### src/hdl/cpu_pkg.sv
package cpu_pkg;

  // ************************************************************
  // widths and memory sizes
  // ************************************************************
  localparam int DATA_WIDTH     = 32;
  localparam int ADDR_WIDTH     = 8;   // word address of both memories and the pc
  localparam int REGISTER_WIDTH = 5;
  localparam int OPCODE_WIDTH   = 6;
  localparam int IMEM_SIZE      = 64;
  localparam int DMEM_SIZE      = 64;
  localparam int IMM_WIDTH      = 16;

  // ************************************************************
  // opcodes
  // ************************************************************
  typedef enum logic [OPCODE_WIDTH-1:0] {
    OP_NOP  = 6'd0,
    OP_ADD  = 6'd1,
    OP_SUB  = 6'd2,
    OP_AND  = 6'd3,
    OP_OR   = 6'd4,
    OP_ADDI = 6'd5,
    OP_LW   = 6'd6,
    OP_SW   = 6'd7,
    OP_BEQ  = 6'd8,
    OP_JMP  = 6'd9   // absolute target held in imm
  } opcode_e;

  // ************************************************************
  // instruction word, seen as register or immediate format
  // ************************************************************
  typedef union packed {
    struct packed {
      opcode_e                   opcode;
      logic [REGISTER_WIDTH-1:0] rd;
      logic [REGISTER_WIDTH-1:0] ra;
      logic [REGISTER_WIDTH-1:0] rb;
      logic [10:0]               unused;
    } r;
    struct packed {
      opcode_e                   opcode;
      logic [REGISTER_WIDTH-1:0] rd;      // second source for sw and beq
      logic [REGISTER_WIDTH-1:0] ra;
      logic [IMM_WIDTH-1:0]      imm;
    } i;
  } instruction_t;

endpackage

### src/hdl/rbank.sv
module rbank (
  input  logic                              clk_i,
  input  logic                              rst_i,
  input  logic                              wr_en_i,
  input  logic [cpu_pkg::REGISTER_WIDTH-1:0] wr_reg_i,
  input  logic [cpu_pkg::DATA_WIDTH-1:0]     wr_data_i,
  input  logic [cpu_pkg::REGISTER_WIDTH-1:0] rd_a_i,
  input  logic [cpu_pkg::REGISTER_WIDTH-1:0] rd_b_i,
  input  logic [cpu_pkg::REGISTER_WIDTH-1:0] dbg_sel_i,
  output logic [cpu_pkg::DATA_WIDTH-1:0]     reg_a_data_o,
  output logic [cpu_pkg::DATA_WIDTH-1:0]     reg_b_data_o,
  output logic [cpu_pkg::DATA_WIDTH-1:0]     dbg_data_o
);
  import cpu_pkg::*;

  logic [DATA_WIDTH-1:0] regs [0:(1<<REGISTER_WIDTH)-1];

  // a read of the register under write sees the new value
  function automatic logic [DATA_WIDTH-1:0] read_port(input logic [REGISTER_WIDTH-1:0] idx);
    if (wr_en_i && wr_reg_i == idx && idx != '0) return wr_data_i;
    return regs[idx];
  endfunction

  always_ff @(posedge clk_i) begin
    if (!rst_i) begin
      for (int i = 0; i < (1 << REGISTER_WIDTH); i++) regs[i] <= '0;
    end else if (wr_en_i && wr_reg_i != '0) begin   // r0 stays zero
      regs[wr_reg_i] <= wr_data_i;
    end
  end

  always_comb begin
    reg_a_data_o = read_port(rd_a_i);
    reg_b_data_o = read_port(rd_b_i);
  end

  assign dbg_data_o = regs[dbg_sel_i];

  a_wr_reg_known : assert property (
    @(posedge clk_i) disable iff (!rst_i) wr_en_i |-> !$isunknown(wr_reg_i)
  ) else $error("register write with unknown index");

endmodule

### config.mk
export PLATFORM = sky130hd
export DESIGN_NAME = rbank
export DESIGN_NICKNAME = d
export VERILOG_FILES = /design/src/hdl/cpu_pkg.sv /design/src/hdl/rbank.sv
export SDC_FILE = /design/constraint.sdc
export NUM_CORES = 2
export LEC_CHECK = 0
export BUFFER_PORTS_ARGS = -buffer_cell sky130_fd_sc_hd__buf_2
export CELL_PAD_IN_SITES_DETAIL_PLACEMENT = 0
export CELL_PAD_IN_SITES_GLOBAL_PLACEMENT = 1
export CORE_MARGIN = 1.5
export CORE_UTILIZATION = 55
export CTS_BUF_LIST = sky130_fd_sc_hd__clkbuf_8 sky130_fd_sc_hd__clkbuf_16
export CTS_CLUSTER_DIAMETER = 200
export CTS_CLUSTER_SIZE = 12
export DETAILED_ROUTE_END_ITERATION = 6
export PLACE_DENSITY_LB_ADDON = 0.15
export SLEW_MARGIN = 5
export SYNTH_ARGS = -nofsm -noshare
export SYNTH_HDL_FRONTEND = slang
export SYNTH_SLANG_ARGS = --single-unit
### constraint.sdc
create_clock -name clk_i -period 6.2 [get_ports clk_i]
set_input_delay 1.86 -clock clk_i [delete_from_list [all_inputs] [get_ports clk_i]]
set_output_delay 1.86 -clock clk_i [all_outputs]
set_load 0.02 [all_outputs]
==> reports/qor.txt <==
core footprint -> 0.1122 sq mm
root buf cell -> clkbuf_16
fraction of registers with async set or reset after synthesis -> 0%
number of buffers inserted by port buffering -> 150
GR met2 Demand/Resource -> 61.05%
number of enable-type register cells in the synthesized netlist -> 1024
GRT met3 Usage -> 11.08%
Synth Warn # -> 0
Die H -> 338.9 um
final layout net count -> 4164
total global routing track utilization -> 39.79%
width of the die -> 338.9 um
relative max-transition margin -> 10.84%
commonest register cell after synthesis -> edfxtp_1
CTS tree -> yes
tightest hold margin -> 1786 ps
routability congestion estimate from global placement -> 0.9209
Routed Antenna Nets -> 0
critical setup path kind -> input pin to output port
Setup crit end kind -> output port
H-tree levels -> 3
static leakage power -> 23.01 nW
number of stages on the worst hold path -> 2
sequential fraction of design power -> 49.7%
internal power contribution -> 0.01217 W
largest fanout on the critical path -> 17
row count -> 123
switching pwr -> 0.004499 W
via density per instance -> 7.456
length of the first detailed-routing pass in iterations -> 7
vias after detailed routing -> 41930
average detailed-routed wire length per instance -> 40.49 um
I/O pin cnt -> 151
Post-Synthesis Cell Area -> 0.06204 sq mm
Final Hold Violating Endpoints -> 0
net switching share of the total power -> 26.99%
maximum number of pins on one net before global-route repair -> 56
final worst path period share -> 100.3%
Layout Cells excl Fill -> 5624
peak-usage layer in the global routing report -> met2
Hold Crit Class -> input pin to flop
endpoint arrival time on the critical path -> 4360 ps
Worst IR Drop VDD -> 194.9 uV
Inserted Clock Buffers -> 95
number of flip-flops under the largest register name -> 1024
post-synthesis sequential area ratio -> 49.56%
setup repair after global routing missed its margin -> false
met1 Use GR -> 52.26%
Starting Density -> 55.30%
failing checks -> setup timing
clk buf depth -> 3
area enclosed by the die boundary -> 0.1148 sq mm
Min-Delay Startpoint -> wr_data_i[20]
worst slew pin tran -> 1337 ps
run status -> complete, but fails checks
achievable clock frequency -> 160.8 MHz
share of post-route cells with drive strength above 1 -> 36.79%
number of clock sinks -> 1024
Reg clk slew, reported paths -> 60 ps
number of antenna violations at the first check in global routing -> 23
setup TNS -> -19.85 ps
dpl ws -> 0.5587 ps
worst endpoint required time -> 4340 ps
Clock Power Share -> 32.3%
final critical-path required period -> 6220 ps
syn avg cell area -> 15.33 sq um
register name with the most flops -> regs
Seq cells post-synth -> 1024
category of the worst setup path launch point -> input pin
share of power burned in combinational logic -> 18.0%
Syn-to-layout area delta -> 11.28%
sum of routed wire length over all layers -> 227.7 mm
Power per Cell Area -> 241.5 mW/mm^2
residual DRC count -> 0
cell count after synthesis -> 4048
count of pins over their slew limit -> 0
via count of the first global-routing pass -> 41460
half-perimeter wire length of the detailed placement result -> 141.6 mm
count of cell types in the netlist -> 35
leftover overflow at the end of global routing -> 0
iteration-0 DRC count of the detailed router -> 7048
Layout Utilization -> 61.54%
Hold Buf Count CTS -> 0
Worst Hold Endpoint -> regs[20][20]$_SDFFCE_PN0P_
slack of the critical path -> -19.85 ps
global-route wire length before repair -> 317.0 mm
cell total after placement -> 5512
Top Registers -> regs (1024)
number of max-cap violations -> 0
number of setup violations in the final report -> 1
[synthesized netlist by cell type, drive strengths merged, types with 31 or more instances]
master	count	area share [%]
mux2	126	2.3
clkbuf	335	2.0
o22ai	222	2.2
edfxtp	1024	50
nor2b	32	0.32
and2	992	10
mux2i	31	0.50
mux4	801	29
buf	137	1.1
nor4	33	0.33
o21ai	125	1.0
nor2	101	0.61
a22oi	32	0.39
[critical path, stage by stage]
cell,delay (ps)
buf_2,240
or3_2,430
buf_4,460
o22ai_1,200
nor4_1,590
buf_4,220
mux2_2,130
buf_2,150
[metrics by stage]
step,instance area [sq um],power [W]
after detailed placement,66500,0.01137
after global placement,66500,0.01133
after floorplan,62160,0.01023
after CTS,69010,0.01662
final,69040,0.01667
after global routing,69030,0.01704
[how the worst max path moves through the flow]
stage | start | cells after the start | slack [ps] | to
after detailed placement | wr_reg_i[4] | 8 | 0.6 | reg_a_data_o[2]
after global routing | wr_reg_i[4] | 8 | 70 | reg_a_data_o[2]
after floorplan | dbg_sel_i[0] | 6 | 650 | dbg_data_o[0]
after CTS | rd_b_i[1] | 8 | 170 | reg_b_data_o[19]
final | rd_a_i[4] | 8 | -20 | reg_a_data_o[28]
after global placement | wr_reg_i[4] | 8 | 10 | reg_a_data_o[2]
[layout make-up]
| type | instances | area (sq um) |
|---|---|---|
| antenna | 9 | 22.52 |
| clock buffer | 99 | 2477 |
| clock inverter | 4 | 35.03 |
| fill | 8245 | 43150 |
| inverter | 4 | 17.52 |
| multi-input combinational | 2579 | 30110 |
| sequential | 1024 | 30750 |
| tap | 1500 | 1877 |
| timing repair buffer | 405 | 3754 |
[timing repair]
action / in CTS / in global routing
setup buffers: 0 / 0
endpoints found under the setup margin: 1 / 1
resized for setup: 1 / 1
[cells by family (layout without fill, tap and decap cells)]
logic type | Yosys count | after routing | synth area share, %
AOI/OAI and AO/OA | 385 | 385 | 3.703
muxes | 958 | 958 | 31.86
DFF | 1024 | 1024 | 49.56
other | 1 | 41 | 0.006044
xor gates and xnor gates | 8 | 8 | 0.1129
buffers and inverters | 476 | 512 | 3.154
and+or+nand+nor | 1196 | 1196 | 11.60
[power groups by stage]
| stage | sequential, W | clock [W] | combinational, W |
|---|---|---|---|
| 4_1_cts | 0.00828 | 0.00539 | 0.00295 |
| 3_3_place_gp | 0.00839 | 0 | 0.00294 |
| 5_1_grt | 0.00833 | 0.00563 | 0.00308 |
| 6_report | 0.00829 | 0.00538 | 0.00300 |
| 3_5_place_dp | 0.00842 | 0 | 0.00295 |
| 2_1_floorplan | 0.00833 | 0 | 0.00190 |
[per-layer routing]
metal / share of wire, % / vias up
met4: 6.0 / 12
met5: 0.081 / -
met1: 35 / 21530
li1: - / 16210
met2: 46 / 3431
met3: 13 / 757
[cells in the final DEF, fill, tap and decap left out, types with 2 or more instances in the layout]
cell type	instances
a22oi_1	32
and2_1	992
buf_12	81
buf_2	141
buf_4	175
buf_6	2
buf_8	6
clkbuf_16	99
conb_1	32
diode_2	9
edfxtp_1	1024
inv_1	2
inv_6	4
mux2_2	126
mux2i_1	31
mux4_2	801
nand2_1	12
nand2_2	2
nand3_1	6
nand3b_1	8
nor2_1	69
nor2_4	32
nor2b_1	31
nor4_1	32
o21ai_0	94
o21ai_4	31
o22ai_1	222
or3_1	3
xnor2_1	5
xor2_1	3
Note: power is estimated with default switching activity, not from simulation.
