### src/hdl/cpu_pkg.sv
package cpu_pkg;

  // ************************************************************
  // widths and memory sizes
  // ************************************************************
  localparam int DATA_WIDTH     = 32;
  localparam int ADDR_WIDTH     = 8;   // word address of both memories and the pc
  localparam int REGISTER_WIDTH = 5;
  localparam int OPCODE_WIDTH   = 6;
  localparam int IMEM_SIZE      = 64;
  localparam int DMEM_SIZE      = 64;
  localparam int IMM_WIDTH      = 16;

  // ************************************************************
  // opcodes
  // ************************************************************
  typedef enum logic [OPCODE_WIDTH-1:0] {
    OP_NOP  = 6'd0,
    OP_ADD  = 6'd1,
    OP_SUB  = 6'd2,
    OP_AND  = 6'd3,
    OP_OR   = 6'd4,
    OP_ADDI = 6'd5,
    OP_LW   = 6'd6,
    OP_SW   = 6'd7,
    OP_BEQ  = 6'd8,
    OP_JMP  = 6'd9   // absolute target held in imm
  } opcode_e;

  // ************************************************************
  // instruction word, seen as register or immediate format
  // ************************************************************
  typedef union packed {
    struct packed {
      opcode_e                   opcode;
      logic [REGISTER_WIDTH-1:0] rd;
      logic [REGISTER_WIDTH-1:0] ra;
      logic [REGISTER_WIDTH-1:0] rb;
      logic [10:0]               unused;
    } r;
    struct packed {
      opcode_e                   opcode;
      logic [REGISTER_WIDTH-1:0] rd;      // second source for sw and beq
      logic [REGISTER_WIDTH-1:0] ra;
      logic [IMM_WIDTH-1:0]      imm;
    } i;
  } instruction_t;

endpackage

### src/hdl/fetch_stage.sv
module fetch_stage (
  input  logic                          clk_i,
  input  logic                          rst_i,
  input  logic                          imem_we_i,
  input  logic [cpu_pkg::ADDR_WIDTH-1:0] imem_addr_i,
  input  cpu_pkg::instruction_t         imem_data_i,
  input  logic                          redirect_i,
  input  logic [cpu_pkg::ADDR_WIDTH-1:0] redirect_pc_i,
  output logic                          valid_o,
  output logic [cpu_pkg::ADDR_WIDTH-1:0] pc_o,
  output cpu_pkg::instruction_t         instr_o
);
  import cpu_pkg::*;

  instruction_t          imem [0:IMEM_SIZE-1];
  logic [ADDR_WIDTH-1:0] pc_q;

  // ************************************************************
  // instruction memory, loaded by the testbench during reset
  // ************************************************************
  always_ff @(posedge clk_i) begin
    if (imem_we_i && !rst_i) begin
      imem[imem_addr_i[$clog2(IMEM_SIZE)-1:0]] <= imem_data_i;
    end
  end

  // program counter and fetch valid
  always_ff @(posedge clk_i) begin
    if (!rst_i) begin
      pc_q    <= '0;
      valid_o <= 1'b0;
    end else if (redirect_i) begin
      pc_q    <= redirect_pc_i;   // target is fetched on the next edge
      valid_o <= 1'b0;            // drop the word fetched behind the branch
    end else begin
      pc_q    <= pc_q + 1'b1;
      valid_o <= 1'b1;
    end
  end

  // fetched word and its pc, qualified by valid_o
  always_ff @(posedge clk_i) begin
    instr_o <= imem[pc_q[$clog2(IMEM_SIZE)-1:0]];
    pc_o    <= pc_q;
  end

  // program loading must be finished before the core leaves reset
  a_imem_load_in_reset : assert property (
    @(posedge clk_i) rst_i |-> !imem_we_i
  ) else $error("instruction memory written outside reset");

endmodule

### config.mk
export PLATFORM = sky130hd
export DESIGN_NAME = fetch_stage
export DESIGN_NICKNAME = d
export VERILOG_FILES = /design/src/hdl/cpu_pkg.sv /design/src/hdl/fetch_stage.sv
export SDC_FILE = /design/constraint.sdc
export NUM_CORES = 2
export LEC_CHECK = 0
export BUFFER_PORTS_ARGS = -buffer_cell sky130_fd_sc_hd__buf_2
export CORE_UTILIZATION = 40
export DETAILED_ROUTE_END_ITERATION = 10
export HOLD_SLACK_MARGIN = 0.02
export PLACE_DENSITY = 0.65
export SYNTH_ARGS = -nofsm -noshare
export SYNTH_HDL_FRONTEND = slang
export SYNTH_SLANG_ARGS = --single-unit
### constraint.sdc
create_clock -name clk_i -period 3.1 [get_ports clk_i]
set_input_delay 0.465 -clock clk_i [delete_from_list [all_inputs] [get_ports clk_i]]
set_output_delay 0.465 -clock clk_i [all_outputs]
set_load 0.05 [all_outputs]
==> impl_metrics.tcl <==
set metrics [dict create \
    num_io_pins 93 \
    synth_warnings 0 \
    avgSynthCellArea_um2 21.67 \
    die_y_um 448.4 \
    syn_to_final_growth_pct 16.57 \
    first_pass_iters 5 \
    fin_skew_ps 22.45 \
    status "finished, final reports clean" \
    clk_pin_slew_ps 60 \
    syn_area_um2 79690 \
    cts_root_buffer "clkbuf_16" \
    p_leak_uw 0.02872 \
    final_nets 4125 \
    min_to "pc_q[0]" \
    vias 39320 \
    numCtsBuffers 193 \
    synth_nets 3731 \
    cellPowerDensity_nw_per_um2 635.5 \
    power_switching_uw 12960 \
    drv_slew 0 \
    wl_met3_um 16420 \
    p_int_uw 46080 \
    p_clk_share_pct 39.7 \
    ys_seq_area_share_pct 78.40 \
    vias_per_cell 5.711 \
    drive_above_1_share_pct 27.77 \
    wire_per_inst_um 29.55 \
    ys.flop_type "edfxtp_1" \
    highest_layer "met5" \
    setup_violations 0 \
    grt_max_degree 77 \
    crit_path_end_kind "flop" \
    ys_seq_elements 2097 \
    initial_core_util_pct 40.32 \
    cp_max_fo 14 \
    async_flop_share_pct 0 \
    syn_inst 3678 \
    final_antenna_net_count 0 \
    arrival_ps 3720 \
    grt_pass1_vias 39210 \
    fp.dieW_um 448.4 \
    met2_wirelength_um 99530 \
    finalSetupTns_ps 0 \
    crit_type "flop to flop" \
    combPwrFrac_pct 7.1 \
    clk_path_buf_depth 3 \
    max_cap_viol_count 0 \
    reg2reg_from "pc_q[0]" \
    drc_errors 0 \
    r2r_setup_slack_ps 80 \
    fin_crit_sh_pct 97.32 \
    fmax_mhz 331.5 \
    crit_start "pc_q[0]" \
    dieArea_um2 201000 \
    worst_slew_pin_slew_ps 1179 \
    grt.total_usage_pct 20.29 \
    ys_types 49 \
    hold_depth 4 \
    slew-limit-headroom_pct 21.38 \
    rows 163 \
    power.share.switching_pct 21.95 \
    core_area_um2 197600 \
    rsz0062_at_grt "false" \
    gr-total-overflow 0 \
    placed_area_um2 86520 \
    hold_viol 0 \
    drt_iter0_markers 4370 \
    post-dp-hpwl_um 121100 \
    wl_met1_um 79920 \
    min-delay-start "redirect_pc_i[0]" \
    cts_tree "done" \
    cts.sinks 2097 \
    ir_drop_uv 462.2 \
    r2r_cells 7 \
    finalCriticalPeriod_ps 3017 \
    synth_edf_count 2048 \
    gp_routability_congestion 0.8368 \
    seq_power_share_pct 53.2 \
    design_area_um2 92890 \
    insertion_delay_ps 830 \
    cp-start-kind "flop" \
    reg2reg_to "instr_o[7]" \
    hold_path.class "input port to flop" \
    htree_levels 4 \
    routed_wl_um 203500 \
    io_buffer_count 90 \
    grt_pass1_wl_um 287500 \
    crit_required_ps 3800 \
    grt_antenna_before_repair 22 \
]
-- registers in the layout (all words and copies together) (netlist names) --
register / cells
pc_o: 8
valid_o: 1
pc_q: 8
imem: 2048
instr_o: 32
-- layer usage --
layer  vias up  global-route usage [%]
met5         -                       0
li1      16280                       -
met3       284                   3.391
met4        12                   8.034
met2      1713                   33.00
met1     21030                   27.30
-- repair_timing --
item / in CTS / in global routing
setup buffers: 1 / 0
hold buffers: 8 / 0
endpoints found under the hold margin: 22 / 0
gates resized for setup: 1 / 0
setup endpoints to repair: 1 / 0
-- synthesized netlist by cell type, types with 3 or more instances --
library cell | number | area, um^2
mux2_2 | 12 | 135.1
xor2_1 | 5 | 43.79
buf_4 | 29 | 217.7
o211ai_1 | 20 | 150.1
nand2b_1 | 18 | 112.6
buf_2 | 62 | 310.3
and3_1 | 13 | 81.33
a221o_1 | 12 | 120.1
o22ai_1 | 72 | 450.4
and2_1 | 21 | 131.4
o32ai_1 | 12 | 105.1
mux4_1 | 11 | 289.0
nand2_1 | 51 | 191.4
nand3_1 | 16 | 80.08
buf_6 | 22 | 247.7
mux2i_1 | 258 | 2582
a211o_1 | 9 | 78.83
nor3_1 | 20 | 100.1
dfxtp_1 | 49 | 980.9
a22oi_1 | 88 | 660.6
nor2_1 | 116 | 435.4
o21ai_1 | 16 | 80.08
buf_12 | 3 | 60.06
a211oi_2 | 6 | 75.07
edfxtp_1 | 2048 | 61500
a211oi_1 | 36 | 270.3
or3b_2 | 3 | 26.28
mux4_2 | 387 | 8716
buf_1 | 17 | 63.81
nor2b_1 | 10 | 62.56
clkbuf_1 | 78 | 292.8
a41oi_1 | 12 | 105.1
nand3b_1 | 5 | 37.54
or3_1 | 12 | 75.07
o21ai_0 | 56 | 280.3
o221ai_1 | 20 | 175.2
a21oi_1 | 27 | 135.1
a22o_1 | 11 | 96.34
-- logic make-up (layout without fill, tap and decap cells) --
family                     count (synthesis)  in the layout  share of synthesized area [%]
DFF                                     2097           2097                          78.40
muxes                                    668            668                          14.71
AOI/OAI and AO/OA                        397            397                          3.492
and+or+nand+nor                          293            293                          1.743
buffers and inverters                    216            773                          1.572
xor gates and xnor gates                   6              6                        0.06594
adders and majority gates                  1              1                        0.01570
other                                      0             10                              0
-- metrics by stage --
| step | hold slack [ps] | util, % | power [uW] | cells | setup WS (ps) |
|---|---|---|---|---|---|
| detailed placement | 362.5 | 43.78 | 36220 | 6508 | -290.7 |
| global route | 76.69 | 46.99 | 60580 | 6876 | 76.10 |
| CTS | 30.89 | 46.99 | 59410 | 6875 | 59.11 |
| finish | 67.95 | 47.01 | 59040 | 6885 | 83.11 |
| global placement | 356.8 | 43.78 | 36160 | 6508 | -168.8 |
| floorplan | 329.0 | - | 34290 | 3678 | 14.58 |
-- placed cells by master (no fill, tap or decap), types with 12 or more instances in the layout --
cell type	synthesis	layout
edfxtp_1	2048	2048
mux4_2	387	387
mux2i_1	258	258
buf_4	29	203
clkbuf_16	0	198
buf_12	3	113
buf_2	62	90
a22oi_1	88	88
o22ai_1	72	72
nor2_4	0	65
o21ai_0	56	56
clkbuf_1	78	53
nand2_1	51	51
nor2_1	116	51
dfxtp_1	49	44
a211oi_1	36	35
clkinv_2	0	35
a21oi_1	27	27
clkinv_1	0	27
and2_1	21	20
o221ai_1	20	20
nor3_1	20	20
o211ai_1	20	20
nand2b_1	18	18
o21ai_1	16	16
nand3_1	16	16
bufinv_16	0	16
and3_1	13	13
mux2_2	12	12
a221o_1	12	12
a41oi_1	12	12
or3_1	12	12
-- power by group through the flow --
stage	registers, uW	logic, uW	clock network [uW]
2_1_floorplan	32300	2010	0
3_3_place_gp	32000	4110	0
3_5_place_dp	32100	4170	0
4_1_cts	31400	4200	23800
5_1_grt	31400	4370	24800
6_report	31400	4170	23400
-- worst max-delay path by stage --
stage / endpoint / slack (ps)
after floorplan: imem[39][0] / 10
after global placement: instr_o[7] / -170
after detailed placement: instr_o[7] / -290
after CTS: instr_o[7] / 60
after global routing: instr_o[7] / 80
final: instr_o[7] / 80
-- critical path, cell delays in order, from the launching register on --
cell and delay [ps]:
dfxtp_4 610, buf_4 230, mux4_1 560, a22o_1 310
a211oi_2 410, buf_4 190, a211oi_1 130, or3_1 440
-- layout make-up --
| cell class | count | area [um^2] |
|---|---|---|
| Clock buffer | 257 | 5236 |
| Fill cell | 15980 | 104700 |
| Antenna cell | 10 | 25.02 |
| Tap cell | 2640 | 3303 |
| Clock inverter | 101 | 996.0 |
| Sequential cell | 2097 | 62500 |
| Multi-Input combinational cell | 1365 | 16490 |
| Timing Repair Buffer | 415 | 4344 |
No activity file was read; power rests on OpenSTA's default activity.
