--- src/hdl/cpu_pkg.sv ---
package cpu_pkg;

  // ************************************************************
  // widths and memory sizes
  // ************************************************************
  localparam int DATA_WIDTH     = 32;
  localparam int ADDR_WIDTH     = 8;   // word address of both memories and the pc
  localparam int REGISTER_WIDTH = 5;
  localparam int OPCODE_WIDTH   = 6;
  localparam int IMEM_SIZE      = 64;
  localparam int DMEM_SIZE      = 64;
  localparam int IMM_WIDTH      = 16;

  // ************************************************************
  // opcodes
  // ************************************************************
  typedef enum logic [OPCODE_WIDTH-1:0] {
    OP_NOP  = 6'd0,
    OP_ADD  = 6'd1,
    OP_SUB  = 6'd2,
    OP_AND  = 6'd3,
    OP_OR   = 6'd4,
    OP_ADDI = 6'd5,
    OP_LW   = 6'd6,
    OP_SW   = 6'd7,
    OP_BEQ  = 6'd8,
    OP_JMP  = 6'd9   // absolute target held in imm
  } opcode_e;

  // ************************************************************
  // instruction word, seen as register or immediate format
  // ************************************************************
  typedef union packed {
    struct packed {
      opcode_e                   opcode;
      logic [REGISTER_WIDTH-1:0] rd;
      logic [REGISTER_WIDTH-1:0] ra;
      logic [REGISTER_WIDTH-1:0] rb;
      logic [10:0]               unused;
    } r;
    struct packed {
      opcode_e                   opcode;
      logic [REGISTER_WIDTH-1:0] rd;      // second source for sw and beq
      logic [REGISTER_WIDTH-1:0] ra;
      logic [IMM_WIDTH-1:0]      imm;
    } i;
  } instruction_t;

endpackage

--- src/hdl/cpu_intf.sv ---


interface mem_bus_if;
  import cpu_pkg::*;

  logic                      valid;
  logic [ADDR_WIDTH-1:0]     pc;
  logic [DATA_WIDTH-1:0]     alu_result;   // also the data memory address
  logic [DATA_WIDTH-1:0]     store_data;
  logic [REGISTER_WIDTH-1:0] wr_reg;
  logic                      wr_en;
  logic                      is_load;
  logic                      is_store;

  modport producer (output valid, pc, alu_result, store_data, wr_reg, wr_en, is_load, is_store);
  modport consumer (input  valid, pc, alu_result, store_data, wr_reg, wr_en, is_load, is_store);

endinterface

--- src/hdl/mem_wb_stage.sv ---
module mem_wb_stage (
  input  logic                              clk_i,
  input  logic                              rst_i,
  mem_bus_if.consumer                       mem,
  output logic                              wr_en_o,
  output logic [cpu_pkg::REGISTER_WIDTH-1:0] wr_reg_o,
  output logic [cpu_pkg::DATA_WIDTH-1:0]     wr_data_o,
  output logic                              retire_o,
  output logic [cpu_pkg::ADDR_WIDTH-1:0]     retire_pc_o,
  output logic                              store_o,
  output logic [cpu_pkg::ADDR_WIDTH-1:0]     store_addr_o,
  output logic [cpu_pkg::DATA_WIDTH-1:0]     store_data_o
);
  import cpu_pkg::*;

  logic [DATA_WIDTH-1:0]          dmem [0:DMEM_SIZE-1];
  logic [$clog2(DMEM_SIZE)-1:0]   dmem_idx;
  logic [DATA_WIDTH-1:0]          load_data;

  assign dmem_idx  = mem.alu_result[$clog2(DMEM_SIZE)-1:0];
  assign load_data = dmem[dmem_idx];

  // ************************************************************
  // data memory
  // ************************************************************
  always_ff @(posedge clk_i) begin
    if (mem.valid && mem.is_store) begin
      dmem[dmem_idx] <= mem.store_data;
    end
  end

  // write-back select
  assign wr_en_o   = mem.valid && mem.wr_en;
  assign wr_reg_o  = mem.wr_reg;
  assign wr_data_o = mem.is_load ? load_data : mem.alu_result;

  assign retire_o     = mem.valid;   // one pulse per surviving instruction
  assign retire_pc_o  = mem.pc;
  assign store_o      = mem.valid && mem.is_store;
  assign store_addr_o = mem.alu_result[ADDR_WIDTH-1:0];
  assign store_data_o = mem.store_data;

  a_dmem_in_range : assert property (
    @(posedge clk_i) disable iff (!rst_i)
      (mem.valid && (mem.is_load || mem.is_store)) |-> (mem.alu_result < DMEM_SIZE)
  ) else $error("data memory access out of range");

endmodule

--- src/flat_wrapper.sv ---
// flat-port wrapper written by rule: the top's interface ports become plain ports
module mem_wb_stage_flat import cpu_pkg::*;
  (clk_i, rst_i, wr_en_o, wr_reg_o, wr_data_o, retire_o, retire_pc_o, store_o, store_addr_o, store_data_o, mem_valid, mem_pc, mem_alu_result, mem_store_data, mem_wr_reg, mem_wr_en, mem_is_load, mem_is_store);
  mem_bus_if mem_i ();
  input  logic clk_i;
  input  logic rst_i;
  output logic wr_en_o;
  output logic [cpu_pkg::REGISTER_WIDTH-1:0] wr_reg_o;
  output logic [cpu_pkg::DATA_WIDTH-1:0] wr_data_o;
  output logic retire_o;
  output logic [cpu_pkg::ADDR_WIDTH-1:0] retire_pc_o;
  output logic store_o;
  output logic [cpu_pkg::ADDR_WIDTH-1:0] store_addr_o;
  output logic [cpu_pkg::DATA_WIDTH-1:0] store_data_o;
  input wire logic [$bits(mem_i.valid)-1:0] mem_valid;
  input wire logic [$bits(mem_i.pc)-1:0] mem_pc;
  input wire logic [$bits(mem_i.alu_result)-1:0] mem_alu_result;
  input wire logic [$bits(mem_i.store_data)-1:0] mem_store_data;
  input wire logic [$bits(mem_i.wr_reg)-1:0] mem_wr_reg;
  input wire logic [$bits(mem_i.wr_en)-1:0] mem_wr_en;
  input wire logic [$bits(mem_i.is_load)-1:0] mem_is_load;
  input wire logic [$bits(mem_i.is_store)-1:0] mem_is_store;
  assign mem_i.valid = mem_valid;
  assign mem_i.pc = mem_pc;
  assign mem_i.alu_result = mem_alu_result;
  assign mem_i.store_data = mem_store_data;
  assign mem_i.wr_reg = mem_wr_reg;
  assign mem_i.wr_en = mem_wr_en;
  assign mem_i.is_load = mem_is_load;
  assign mem_i.is_store = mem_is_store;
  mem_wb_stage u_core (.clk_i(clk_i), .rst_i(rst_i), .mem(mem_i), .wr_en_o(wr_en_o), .wr_reg_o(wr_reg_o), .wr_data_o(wr_data_o), .retire_o(retire_o), .retire_pc_o(retire_pc_o), .store_o(store_o), .store_addr_o(store_addr_o), .store_data_o(store_data_o));
endmodule
--- config.mk ---
export PLATFORM = sky130hd
export DESIGN_NAME = mem_wb_stage_flat
export DESIGN_NICKNAME = d
export VERILOG_FILES = /design/src/hdl/cpu_pkg.sv /design/src/hdl/cpu_intf.sv /design/src/hdl/mem_wb_stage.sv /design/src/flat_wrapper.sv
export SDC_FILE = /design/constraint.sdc
export NUM_CORES = 2
export LEC_CHECK = 0
export BUFFER_PORTS_ARGS = -buffer_cell sky130_fd_sc_hd__buf_2
export CAP_MARGIN = 20
export CORE_MARGIN = 2
export CORE_UTILIZATION = 30
export CTS_BUF_LIST = sky130_fd_sc_hd__clkbuf_8 sky130_fd_sc_hd__clkbuf_16
export DETAILED_ROUTE_END_ITERATION = 6
export PLACE_DENSITY = 0.5
export SYNTH_ARGS = -nofsm -noshare
export SYNTH_HDL_FRONTEND = slang
export SYNTH_SLANG_ARGS = --single-unit
--- constraint.sdc ---
create_clock -name clk_i -period 4.46 [get_ports clk_i]
set_input_delay 0.223 -clock clk_i [delete_from_list [all_inputs] [get_ports clk_i]]
set_output_delay 0.223 -clock clk_i [all_outputs]
set_load 0.02 [all_outputs]
==> results.cfg <==
[grt]
grt-ovfl-total = 0
grt_usage_pct = 20.7
grt_pass1_vias = 44200
antenna_found_initial = 19
grt_start_max_net_pins = 66
grt_pass1_wl_microns = 386000

[clocking]
clockBufferDepth = 3
cts_sinks = 2048
cts_tree = built
cts_buffers = 195
cts.htree.levels = 4
clkSlewWorstSetupHoldPaths_ps = 60
cts_root_buffer = clkbuf_16

[sta]
rsz0062_at_grt = false
setup_viol = 0
worst_slew_pin_slew_ps = 1200
relSlewSlack_pct = 19.5
period_needed_ps = 4220
slew_viol_final = 0
hold_viol_final = 0
holdWs_ps = 43.2
fin_crit_sh_pct = 94.6
clock.fmax_ghz = 0.237

[floorplan]
start_util_pct = 30.1
die_height_microns = 520
die_x_microns = 520
rows = 189
dieArea_sq_um = 270000
num_io_pins = 171
core_sq_um = 265000

[synth]
ys_ff_latch = 2048
yosysTopAreaCell = edfxtp_1
synth_top_family_by_area = multiplexers
yosys-top-cells-count = edfxtp_1, a221oi_1, mux2i_1
synthesis.area_sq_um = 79700
synth_flop_cell = edfxtp_1
synth-simple-area-share_pct = 1.84
netlist_instances = 4148
synth-edff-count = 2048
syn_area_per_cell_sq_um = 19.2
synth_fa_ha_area_share_pct = 0
synth_compound_area_share_pct = 8.42
synth.top_cell.area_share_pct = 77.1
synth.distinct_cells = 68
ys_warn_count = 0
synth.most_common_cell = edfxtp_1
synth_area_leaders = edfxtp_1, mux4_2, a221oi_1, mux2i_1, mux2_2
yosysSeqAreaShare_pct = 77.1
muxShareOfSynthArea_pct = 9.81
synthArstFlopShare_pct = 0
synthXorXnorAreaFrac_pct = 0
synth_nets = 4231

[critical_path]
path_cells = buf_8 > buf_12 > mux2_2 > a221oi_1 > nor2_1 > o21ai_0 > buf_4 > nor4b_2 > a41oi_1 > buf_2
cp-start-kind = input pin
critical_path.max_stage_delay_ps = 940
cp_max_fo = 38
worstPathArrival_ps = 4000
critical_path_required_ps = 4240
crit_path_end_kind = output port
crit_type = input pin to output port
cp_slowest_cell = o21ai_0

[layout]
largest-register = u_core.dmem
syn_to_final_growth_pct = 16.7
regArea_sq_um = 61500
multiInputGateArea_sq_um = 16600
reg_top3 = u_core.dmem: 2048 flops
final_cells = 8194
nFillCells = 25000
largest_reg_flops = 2048
nets = 4581
drive_above_1_share_pct = 26.0

[pwr]
p_per_area_nw_per_um2 = 431
ir_worst_vdd_mv = 0.426
p_leak_nw = 29.4

[route]
drt_iter0_drc = 6158
route.vias.total = 45000
post-route-drc-count = 0
routed_wl_microns = 287000
detail_route.first_pass.iterations = 5
ant_nets = 0
avgRoutedWirePerCell_microns = 35.1
vias_per_cell = 5.49

[placed_design]
place_congestion = 0.849
placement.io_buffers = 143
dpl.hpwl_microns = 174000
dp.cells = 7822

[flow_run]
maxCapViolCount = 0

[hold_path]
hp-class = input pin to flip-flop

[run_status]
status = complete, no violations
==> critical path: cells and delay by family <==
kind | cells | cell delay, ps
AOI/OAI and AO/OA | 3 | 1520
buffers and inverters | 4 | 1300
and+or+nand+nor | 2 | 410
muxes | 1 | 380
==> power by group <==
part	total, mW	switching, mW	internal (mW)
Sequential	21.3	0.0162	21.2
Clock	16.2	7.23	8.97
Combinational	2.63	1.84	0.793
==> repair_timing <==
item	CTS	global route
hold buffers	6	3
setup buffers	0	0
endpoints found under the setup margin	1	0
hold endpoints to repair	108	116
gates resized for setup	1	0
==> through the flow <==
stage               worst slack (ps)  util (%)  instance area, sq um  TNS, ps  total power [mW]
floorplan                       1180         -                 79700        0              22.9
global placement               -64.1      32.7                 86700    -64.1              24.3
detailed placement              80.1      32.7                 86700        0              24.3
CTS                              262      35.1                 92900        0              40.3
global route                     233      35.1                 93000        0              41.0
finish                           240      35.1                 93000        0              40.1
==> layout by cell type, fill, tap and decap left out, types with 98 or more instances in the layout <==
cell	netlist	layout
edfxtp_1	2048	2048
a221oi_1	241	241
mux2_2	158	158
a22oi_1	149	149
buf_4	90	281
nor2_1	168	98
mux2i_1	187	187
buf_2	111	139
nand2_1	113	111
clkbuf_16	0	199
mux4_2	169	169
==> layout make-up <==
type / instances / area share (%)
well taps: 3533 / 4.75
clock buffers: 199 / 5.35
multi-input cells: 1747 / 17.9
repair buffers: 501 / 4.64
diodes: 9 / 0.0242
clock inverters: 152 / 1.22
inverters: 5 / 0.0336
flip-flops and latches: 2048 / 66.1
==> logic make-up after synthesis <==
family / count (synthesis)
multiplexers: 541
buffers and inverters: 353
AND/OR/NAND/NOR: 348
flip-flops: 2048
AO/OA/AOI/OAI: 858
==> path summary, 6_finish.rpt <==
| check | cells after the start | slack (ps) | startpoint | end |
|---|---|---|---|---|
| worst max-delay path | 10 | 240 | mem_alu_result[0] | wr_data_o[14] |
| worst min-delay path | 2 | 40 | mem_store_data[1] | u_core.dmem[2][1] |
==> layer usage <==
layer / global-route usage [%] / part of all wire (%) / vias to the layer above
met3: 3.28 / 7.9 / 460
met5: 0 / 0 / -
met1: 27.8 / 41 / 24200
met4: 7.87 / 4.0 / 0
li1: - / - / 18000
met2: 33.8 / 48 / 2307
(Power assumes the default switching activity.)
