===== src/hdl/cpu_pkg.sv =====
package cpu_pkg;

  // ************************************************************
  // widths and memory sizes
  // ************************************************************
  localparam int DATA_WIDTH     = 32;
  localparam int ADDR_WIDTH     = 8;   // word address of both memories and the pc
  localparam int REGISTER_WIDTH = 5;
  localparam int OPCODE_WIDTH   = 6;
  localparam int IMEM_SIZE      = 64;
  localparam int DMEM_SIZE      = 64;
  localparam int IMM_WIDTH      = 16;

  // ************************************************************
  // opcodes
  // ************************************************************
  typedef enum logic [OPCODE_WIDTH-1:0] {
    OP_NOP  = 6'd0,
    OP_ADD  = 6'd1,
    OP_SUB  = 6'd2,
    OP_AND  = 6'd3,
    OP_OR   = 6'd4,
    OP_ADDI = 6'd5,
    OP_LW   = 6'd6,
    OP_SW   = 6'd7,
    OP_BEQ  = 6'd8,
    OP_JMP  = 6'd9   // absolute target held in imm
  } opcode_e;

  // ************************************************************
  // instruction word, seen as register or immediate format
  // ************************************************************
  typedef union packed {
    struct packed {
      opcode_e                   opcode;
      logic [REGISTER_WIDTH-1:0] rd;
      logic [REGISTER_WIDTH-1:0] ra;
      logic [REGISTER_WIDTH-1:0] rb;
      logic [10:0]               unused;
    } r;
    struct packed {
      opcode_e                   opcode;
      logic [REGISTER_WIDTH-1:0] rd;      // second source for sw and beq
      logic [REGISTER_WIDTH-1:0] ra;
      logic [IMM_WIDTH-1:0]      imm;
    } i;
  } instruction_t;

endpackage


===== src/hdl/cpu_intf.sv =====
interface exec_bus_if;
  import cpu_pkg::*;

  logic                      valid;
  logic [ADDR_WIDTH-1:0]     pc;
  opcode_e                   opcode;
  logic [DATA_WIDTH-1:0]     reg_a_data;
  logic [DATA_WIDTH-1:0]     reg_b_data;
  logic [DATA_WIDTH-1:0]     imm_ext;
  logic [REGISTER_WIDTH-1:0] wr_reg;
  logic                      wr_en;

  modport producer (output valid, pc, opcode, reg_a_data, reg_b_data, imm_ext, wr_reg, wr_en);
  modport consumer (input  valid, pc, opcode, reg_a_data, reg_b_data, imm_ext, wr_reg, wr_en);

endinterface



===== src/hdl/decode_stage.sv =====
module decode_stage (
  input  logic                              clk_i,
  input  logic                              rst_i,
  input  logic                              valid_i,
  input  logic [cpu_pkg::ADDR_WIDTH-1:0]     pc_i,
  input  cpu_pkg::instruction_t             instr_i,
  input  logic                              redirect_i,
  output logic [cpu_pkg::REGISTER_WIDTH-1:0] rd_a_o,
  output logic [cpu_pkg::REGISTER_WIDTH-1:0] rd_b_o,
  input  logic [cpu_pkg::DATA_WIDTH-1:0]     reg_a_data_i,
  input  logic [cpu_pkg::DATA_WIDTH-1:0]     reg_b_data_i,
  exec_bus_if.producer                      ex
);
  import cpu_pkg::*;

  opcode_e                   opcode;
  logic                      i_view;       // immediate format selected
  logic                      writes_reg;
  logic [REGISTER_WIDTH-1:0] wr_reg;
  logic [DATA_WIDTH-1:0]     imm_ext;

  assign opcode = instr_i.r.opcode;

  always_comb begin
    i_view     = 1'b0;
    writes_reg = 1'b0;
    case (opcode)
      OP_ADD, OP_SUB, OP_AND, OP_OR: writes_reg = 1'b1;
      OP_ADDI, OP_LW: begin
        i_view     = 1'b1;
        writes_reg = 1'b1;
      end
      OP_SW, OP_BEQ, OP_JMP: i_view = 1'b1;
      default: ;
    endcase
  end

  // ************************************************************
  // register read request and immediate
  // ************************************************************
  assign rd_a_o  = i_view ? instr_i.i.ra : instr_i.r.ra;
  assign rd_b_o  = i_view ? instr_i.i.rd : instr_i.r.rb;    // rd is a source for sw and beq
  assign wr_reg  = i_view ? instr_i.i.rd : instr_i.r.rd;
  assign imm_ext = i_view ? {{(DATA_WIDTH-IMM_WIDTH){instr_i.i.imm[IMM_WIDTH-1]}}, instr_i.i.imm}
                          : '0;

  // decode output register
  always_ff @(posedge clk_i) begin
    if (!rst_i) begin
      ex.valid <= 1'b0;
      ex.wr_en <= 1'b0;
    end else begin
      ex.valid <= valid_i && !redirect_i;   // second squashed slot
      ex.wr_en <= writes_reg;
    end
  end

  always_ff @(posedge clk_i) begin
    ex.pc         <= pc_i;
    ex.opcode     <= opcode;
    ex.reg_a_data <= reg_a_data_i;
    ex.reg_b_data <= reg_b_data_i;
    ex.imm_ext    <= imm_ext;
    ex.wr_reg     <= wr_reg;
  end

endmodule


===== src/flat_wrapper.sv =====
// flat-port wrapper written by rule: the top's interface ports become plain ports
module decode_stage_flat import cpu_pkg::*;
  (clk_i, rst_i, valid_i, pc_i, instr_i, redirect_i, rd_a_o, rd_b_o, reg_a_data_i, reg_b_data_i, ex_valid, ex_pc, ex_opcode, ex_reg_a_data, ex_reg_b_data, ex_imm_ext, ex_wr_reg, ex_wr_en);
  exec_bus_if ex_i ();
  input  logic clk_i;
  input  logic rst_i;
  input  logic valid_i;
  input  logic [cpu_pkg::ADDR_WIDTH-1:0] pc_i;
  input  cpu_pkg::instruction_t instr_i;
  input  logic redirect_i;
  output logic [cpu_pkg::REGISTER_WIDTH-1:0] rd_a_o;
  output logic [cpu_pkg::REGISTER_WIDTH-1:0] rd_b_o;
  input  logic [cpu_pkg::DATA_WIDTH-1:0] reg_a_data_i;
  input  logic [cpu_pkg::DATA_WIDTH-1:0] reg_b_data_i;
  output wire logic [$bits(ex_i.valid)-1:0] ex_valid;
  output wire logic [$bits(ex_i.pc)-1:0] ex_pc;
  output wire logic [$bits(ex_i.opcode)-1:0] ex_opcode;
  output wire logic [$bits(ex_i.reg_a_data)-1:0] ex_reg_a_data;
  output wire logic [$bits(ex_i.reg_b_data)-1:0] ex_reg_b_data;
  output wire logic [$bits(ex_i.imm_ext)-1:0] ex_imm_ext;
  output wire logic [$bits(ex_i.wr_reg)-1:0] ex_wr_reg;
  output wire logic [$bits(ex_i.wr_en)-1:0] ex_wr_en;
  assign ex_valid = ex_i.valid;
  assign ex_pc = ex_i.pc;
  assign ex_opcode = ex_i.opcode;
  assign ex_reg_a_data = ex_i.reg_a_data;
  assign ex_reg_b_data = ex_i.reg_b_data;
  assign ex_imm_ext = ex_i.imm_ext;
  assign ex_wr_reg = ex_i.wr_reg;
  assign ex_wr_en = ex_i.wr_en;
  decode_stage u_core (.clk_i(clk_i), .rst_i(rst_i), .valid_i(valid_i), .pc_i(pc_i), .instr_i(instr_i), .redirect_i(redirect_i), .rd_a_o(rd_a_o), .rd_b_o(rd_b_o), .reg_a_data_i(reg_a_data_i), .reg_b_data_i(reg_b_data_i), .ex(ex_i));
endmodule

===== config.mk =====
export PLATFORM = sky130hd
export DESIGN_NAME = decode_stage_flat
export DESIGN_NICKNAME = d
export VERILOG_FILES = /design/src/hdl/cpu_pkg.sv /design/src/hdl/cpu_intf.sv /design/src/hdl/decode_stage.sv /design/src/flat_wrapper.sv
export SDC_FILE = /design/constraint.sdc
export NUM_CORES = 1
export LEC_CHECK = 0
export BUFFER_PORTS_ARGS = -buffer_cell sky130_fd_sc_hd__buf_2
export CAP_MARGIN = 20
export CORE_MARGIN = 2
export CORE_UTILIZATION = 32
export DETAILED_ROUTE_END_ITERATION = 10
export PLACE_DENSITY = 0.75
export SYNTH_ARGS = -nofsm -noshare
export SYNTH_HDL_FRONTEND = slang
export SYNTH_SLANG_ARGS = --single-unit

===== constraint.sdc =====
create_clock -name clk_i -period 1.8 [get_ports clk_i]
set_input_delay 0.36 -clock clk_i [delete_from_list [all_inputs] [get_ports clk_i]]
set_output_delay 0.36 -clock clk_i [all_outputs]
set_load 0.1 [all_outputs]

==> impl_metrics.csv <==
group,metric,value,unit
cells_and_area,multi_input_area,282,um^2
sta,whs,0.0914,ns
worst_setup_path,crit_path_top_delay_cell,"or4_4",
synthesis,synth_area_per_cell,15.9,um^2
cells_and_area,register_area,0.00202,mm^2
cells_and_area,fillers,675,
synthesis,async_flop_share,0,%
detailed_routing,avgRoutedWirePerCell,13.5,um
grt,grt_use_total,15.2,%
detailed_routing,drt-total-wl,6520,um
status,status,"finished with violations",
synthesis,ys_types,16,
clocking,cts_hold_buf,0,
power,ir_drop,713,uV
sta,min_period_over_period,112,%
sta,setup-violations-final,5,
grt,grt_overflow,0,
sta,layout_setup_ws,-0.212,ns
worst_setup_path,worstPathCellList,"buf_6 > nand2b_4 > or4_4 > nand2_8 > mux2_4 > buf_12",
sta,min_period,2.01,ns
status,failed_checks,"negative setup slack",
worst_setup_path,arrival,1.65,ns
clocking,cts_tree,"done",
cells_and_area,final_nets,485,
die,initial_core_util,33.3,%
die,io_pins,235,
run,maxCapViolCount,0,
hold_path,hold_end,"u_core.ex.reg_b_data[21]",
worst_setup_path,crit_type,"input pin to output port",
synthesis,seq_area_frac_synth,83.2,%
die,coreArea,0.00729,mm^2
sta,maxSlewViolCount,0,
detailed_routing,vias,1882,
hold_path,hp-class,"input pin to register",
grt,grt_pass1_wl,9470,um
clocking,h-tree-depth,3,
die,fp-row-count,31,
sta,fin_setup_tns,-1.04,ns
clocking,root_buffer,"clkbuf_8",
placement,port_buffers,224,
power,leakagePower,0.00209,uW
cells_and_area,diodes,0,
clocking,numCtsBuffers,9,
synthesis,ys_dominant_reg_cell,"dfxtp_1",
cells_and_area,syn_to_final_growth,61.1,%
sta,slew_headroom,65.7,%
detailed_routing,drcViolationCount,0,
die,die_y,91.2,um
sta,hold_viol_final,0,
placement,hpwl,5150,um
synthesis,ys_ff_latch,101,
clocking,cts.clk_slew.worst_paths,0.11,ns
sta,worst_pin_slew,0.518,ns
synthesis,synth_edf_count,0,
die,die_w,91.2,um
clocking,clk_path_buf_depth,2,
synthesis,syn_nets,261,
worst_setup_path,slowest_delay,0.46,ns
worst_setup_path,cp.required,1.44,ns
cells_and_area,layout-drive-gt1-share,70.2,%
hold_path,hp-start,"reg_b_data_i[21]",
grt,grt_max_degree,20,
synthesis,syn_area,0.00243,mm^2
detailed_routing,drt_pass1_iterations,4,
worst_setup_path,cp-start-kind,"input pin",
power,powerDensity,1260,mW/mm^2
sta,fmax,0.497,GHz
cells_and_area,reg.largest.list,"u_core.ex.reg_a_data: 32 flops, u_core.ex.reg_b_data: 32 flops, u_core.ex.imm_ext: 16 flops",
hold_path,min_path_cells,1,
worst_setup_path,cp_max_fo,6,
clocking,cts.sinks,101,
synthesis,yosysWarnings,0,
worst_setup_path,critPathCaptureType,"output port",
placement,place_ws,-0.454,ns
detailed_routing,first_iter_violations,9,
sta,rsz0062_at_grt,"yes",
detailed_routing,final_antenna_net_count,0,
detailed_routing,vias_per_cell,3.91,
placement,gp_congestion,0.780,
grt,antenna_found_initial,0,
die,dieArea,0.00831,mm^2
synthesis,netlist_instances,153,
grt,grt_pass1_vias,1923,
[cells by family after synthesis]
kind of cell | Yosys count | share of synthesized area (%)
AOI/OAI and AO/OA | 3 | 0.927
and+or+nand+nor | 21 | 5.82
buffers and inverters | 23 | 7.15
muxes | 5 | 2.93
DFF | 101 | 83.2
[worst max-delay path: cells and delay by family]
family | cells | cell delay [ns]
and+or+nand+nor | 3 | 0.70
muxes | 1 | 0.32
buffers and inverters | 2 | 0.26
[where the power goes]
part / internal [uW] / total (uW) / switching (uW) / leakage, uW
Sequential: 2340 / 2370 / 24.7 / 0.000847
Combinational: 219 / 1240 / 1020 / 0.00115
Clock: 536 / 1340 / 808 / 0.0000953
Total: 3100 / 4950 / 1850 / 0.00209
[metrics by stage]
step,cells,utilization [%],total power (uW),cell area [um^2]
finish,481,53.7,4950,3920
global route,481,53.7,5140,3920
CTS,479,53.4,5010,3890
detailed placement,458,48.8,3620,3560
global placement,458,48.8,3610,3560
floorplan,153,-,3430,2450
[cell usage in the layout, fill, tap and decap left out]
cell,instances
buf_2,216
dfxtp_1,100
buf_4,11
and2_1,10
clkbuf_8,9
and2_2,6
mux2_4,5
buf_12,5
inv_6,3
buf_6,3
nand2b_4,1
or4_4,1
nor3_4,1
o211ai_1,1
nand2_8,1
and3b_1,1
o311ai_0,1
a31oi_1,1
clkinv_2,1
clkinvlp_4,1
clkinv_8,1
inv_8,1
nand2_2,1
dfxtp_2,1
[routing by layer]
metal | track usage [%] | wire [um] | share of wire [%] | vias to the layer above
met3 | 5.15 | 596 | 9.1 | 13
met2 | 27.5 | 3500 | 54 | 117
li1 | - | - | - | 913
met5 | 0 | 0 | 0 | -
met4 | 8.33 | 187 | 2.9 | 0
met1 | 15.1 | 2240 | 34 | 839
[worst max-delay path by stage]
stage | startpoint | to | cells after the start
floorplan | instr_i[27] | rd_b_o[0] | 5
global placement | instr_i[27] | rd_b_o[4] | 6
detailed placement | instr_i[31] | rd_b_o[4] | 7
CTS | instr_i[27] | rd_b_o[4] | 6
global route | instr_i[27] | rd_b_o[3] | 6
finish | instr_i[27] | rd_b_o[3] | 6
[cell type report]
cell class	count	area share, %
Clock inverter	7	1.69
Clock buffer	9	3.16
Multi-Input combinational cell	30	7.19
Timing Repair Buffer	235	33.1
Sequential cell	101	51.7
Tap cell	99	3.16
[cells in the mapped netlist, types with 4 or more instances]
cell | n | area (um^2)
mux2_4 | 4 | 60.1
dfxtp_1 | 101 | 2020
buf_4 | 21 | 158
and2_1 | 10 | 62.6
and2_2 | 6 | 45.0
[what timing repair did]
item | 4_1_cts | 5_1_grt
setup buffers | 4 | 2
endpoints found under the setup margin | 5 | 5
cloned | 1 | 0
resized for setup | 26 | 2
pin swaps | 3 | 2
No activity file was read; power rests on OpenSTA's default activity.
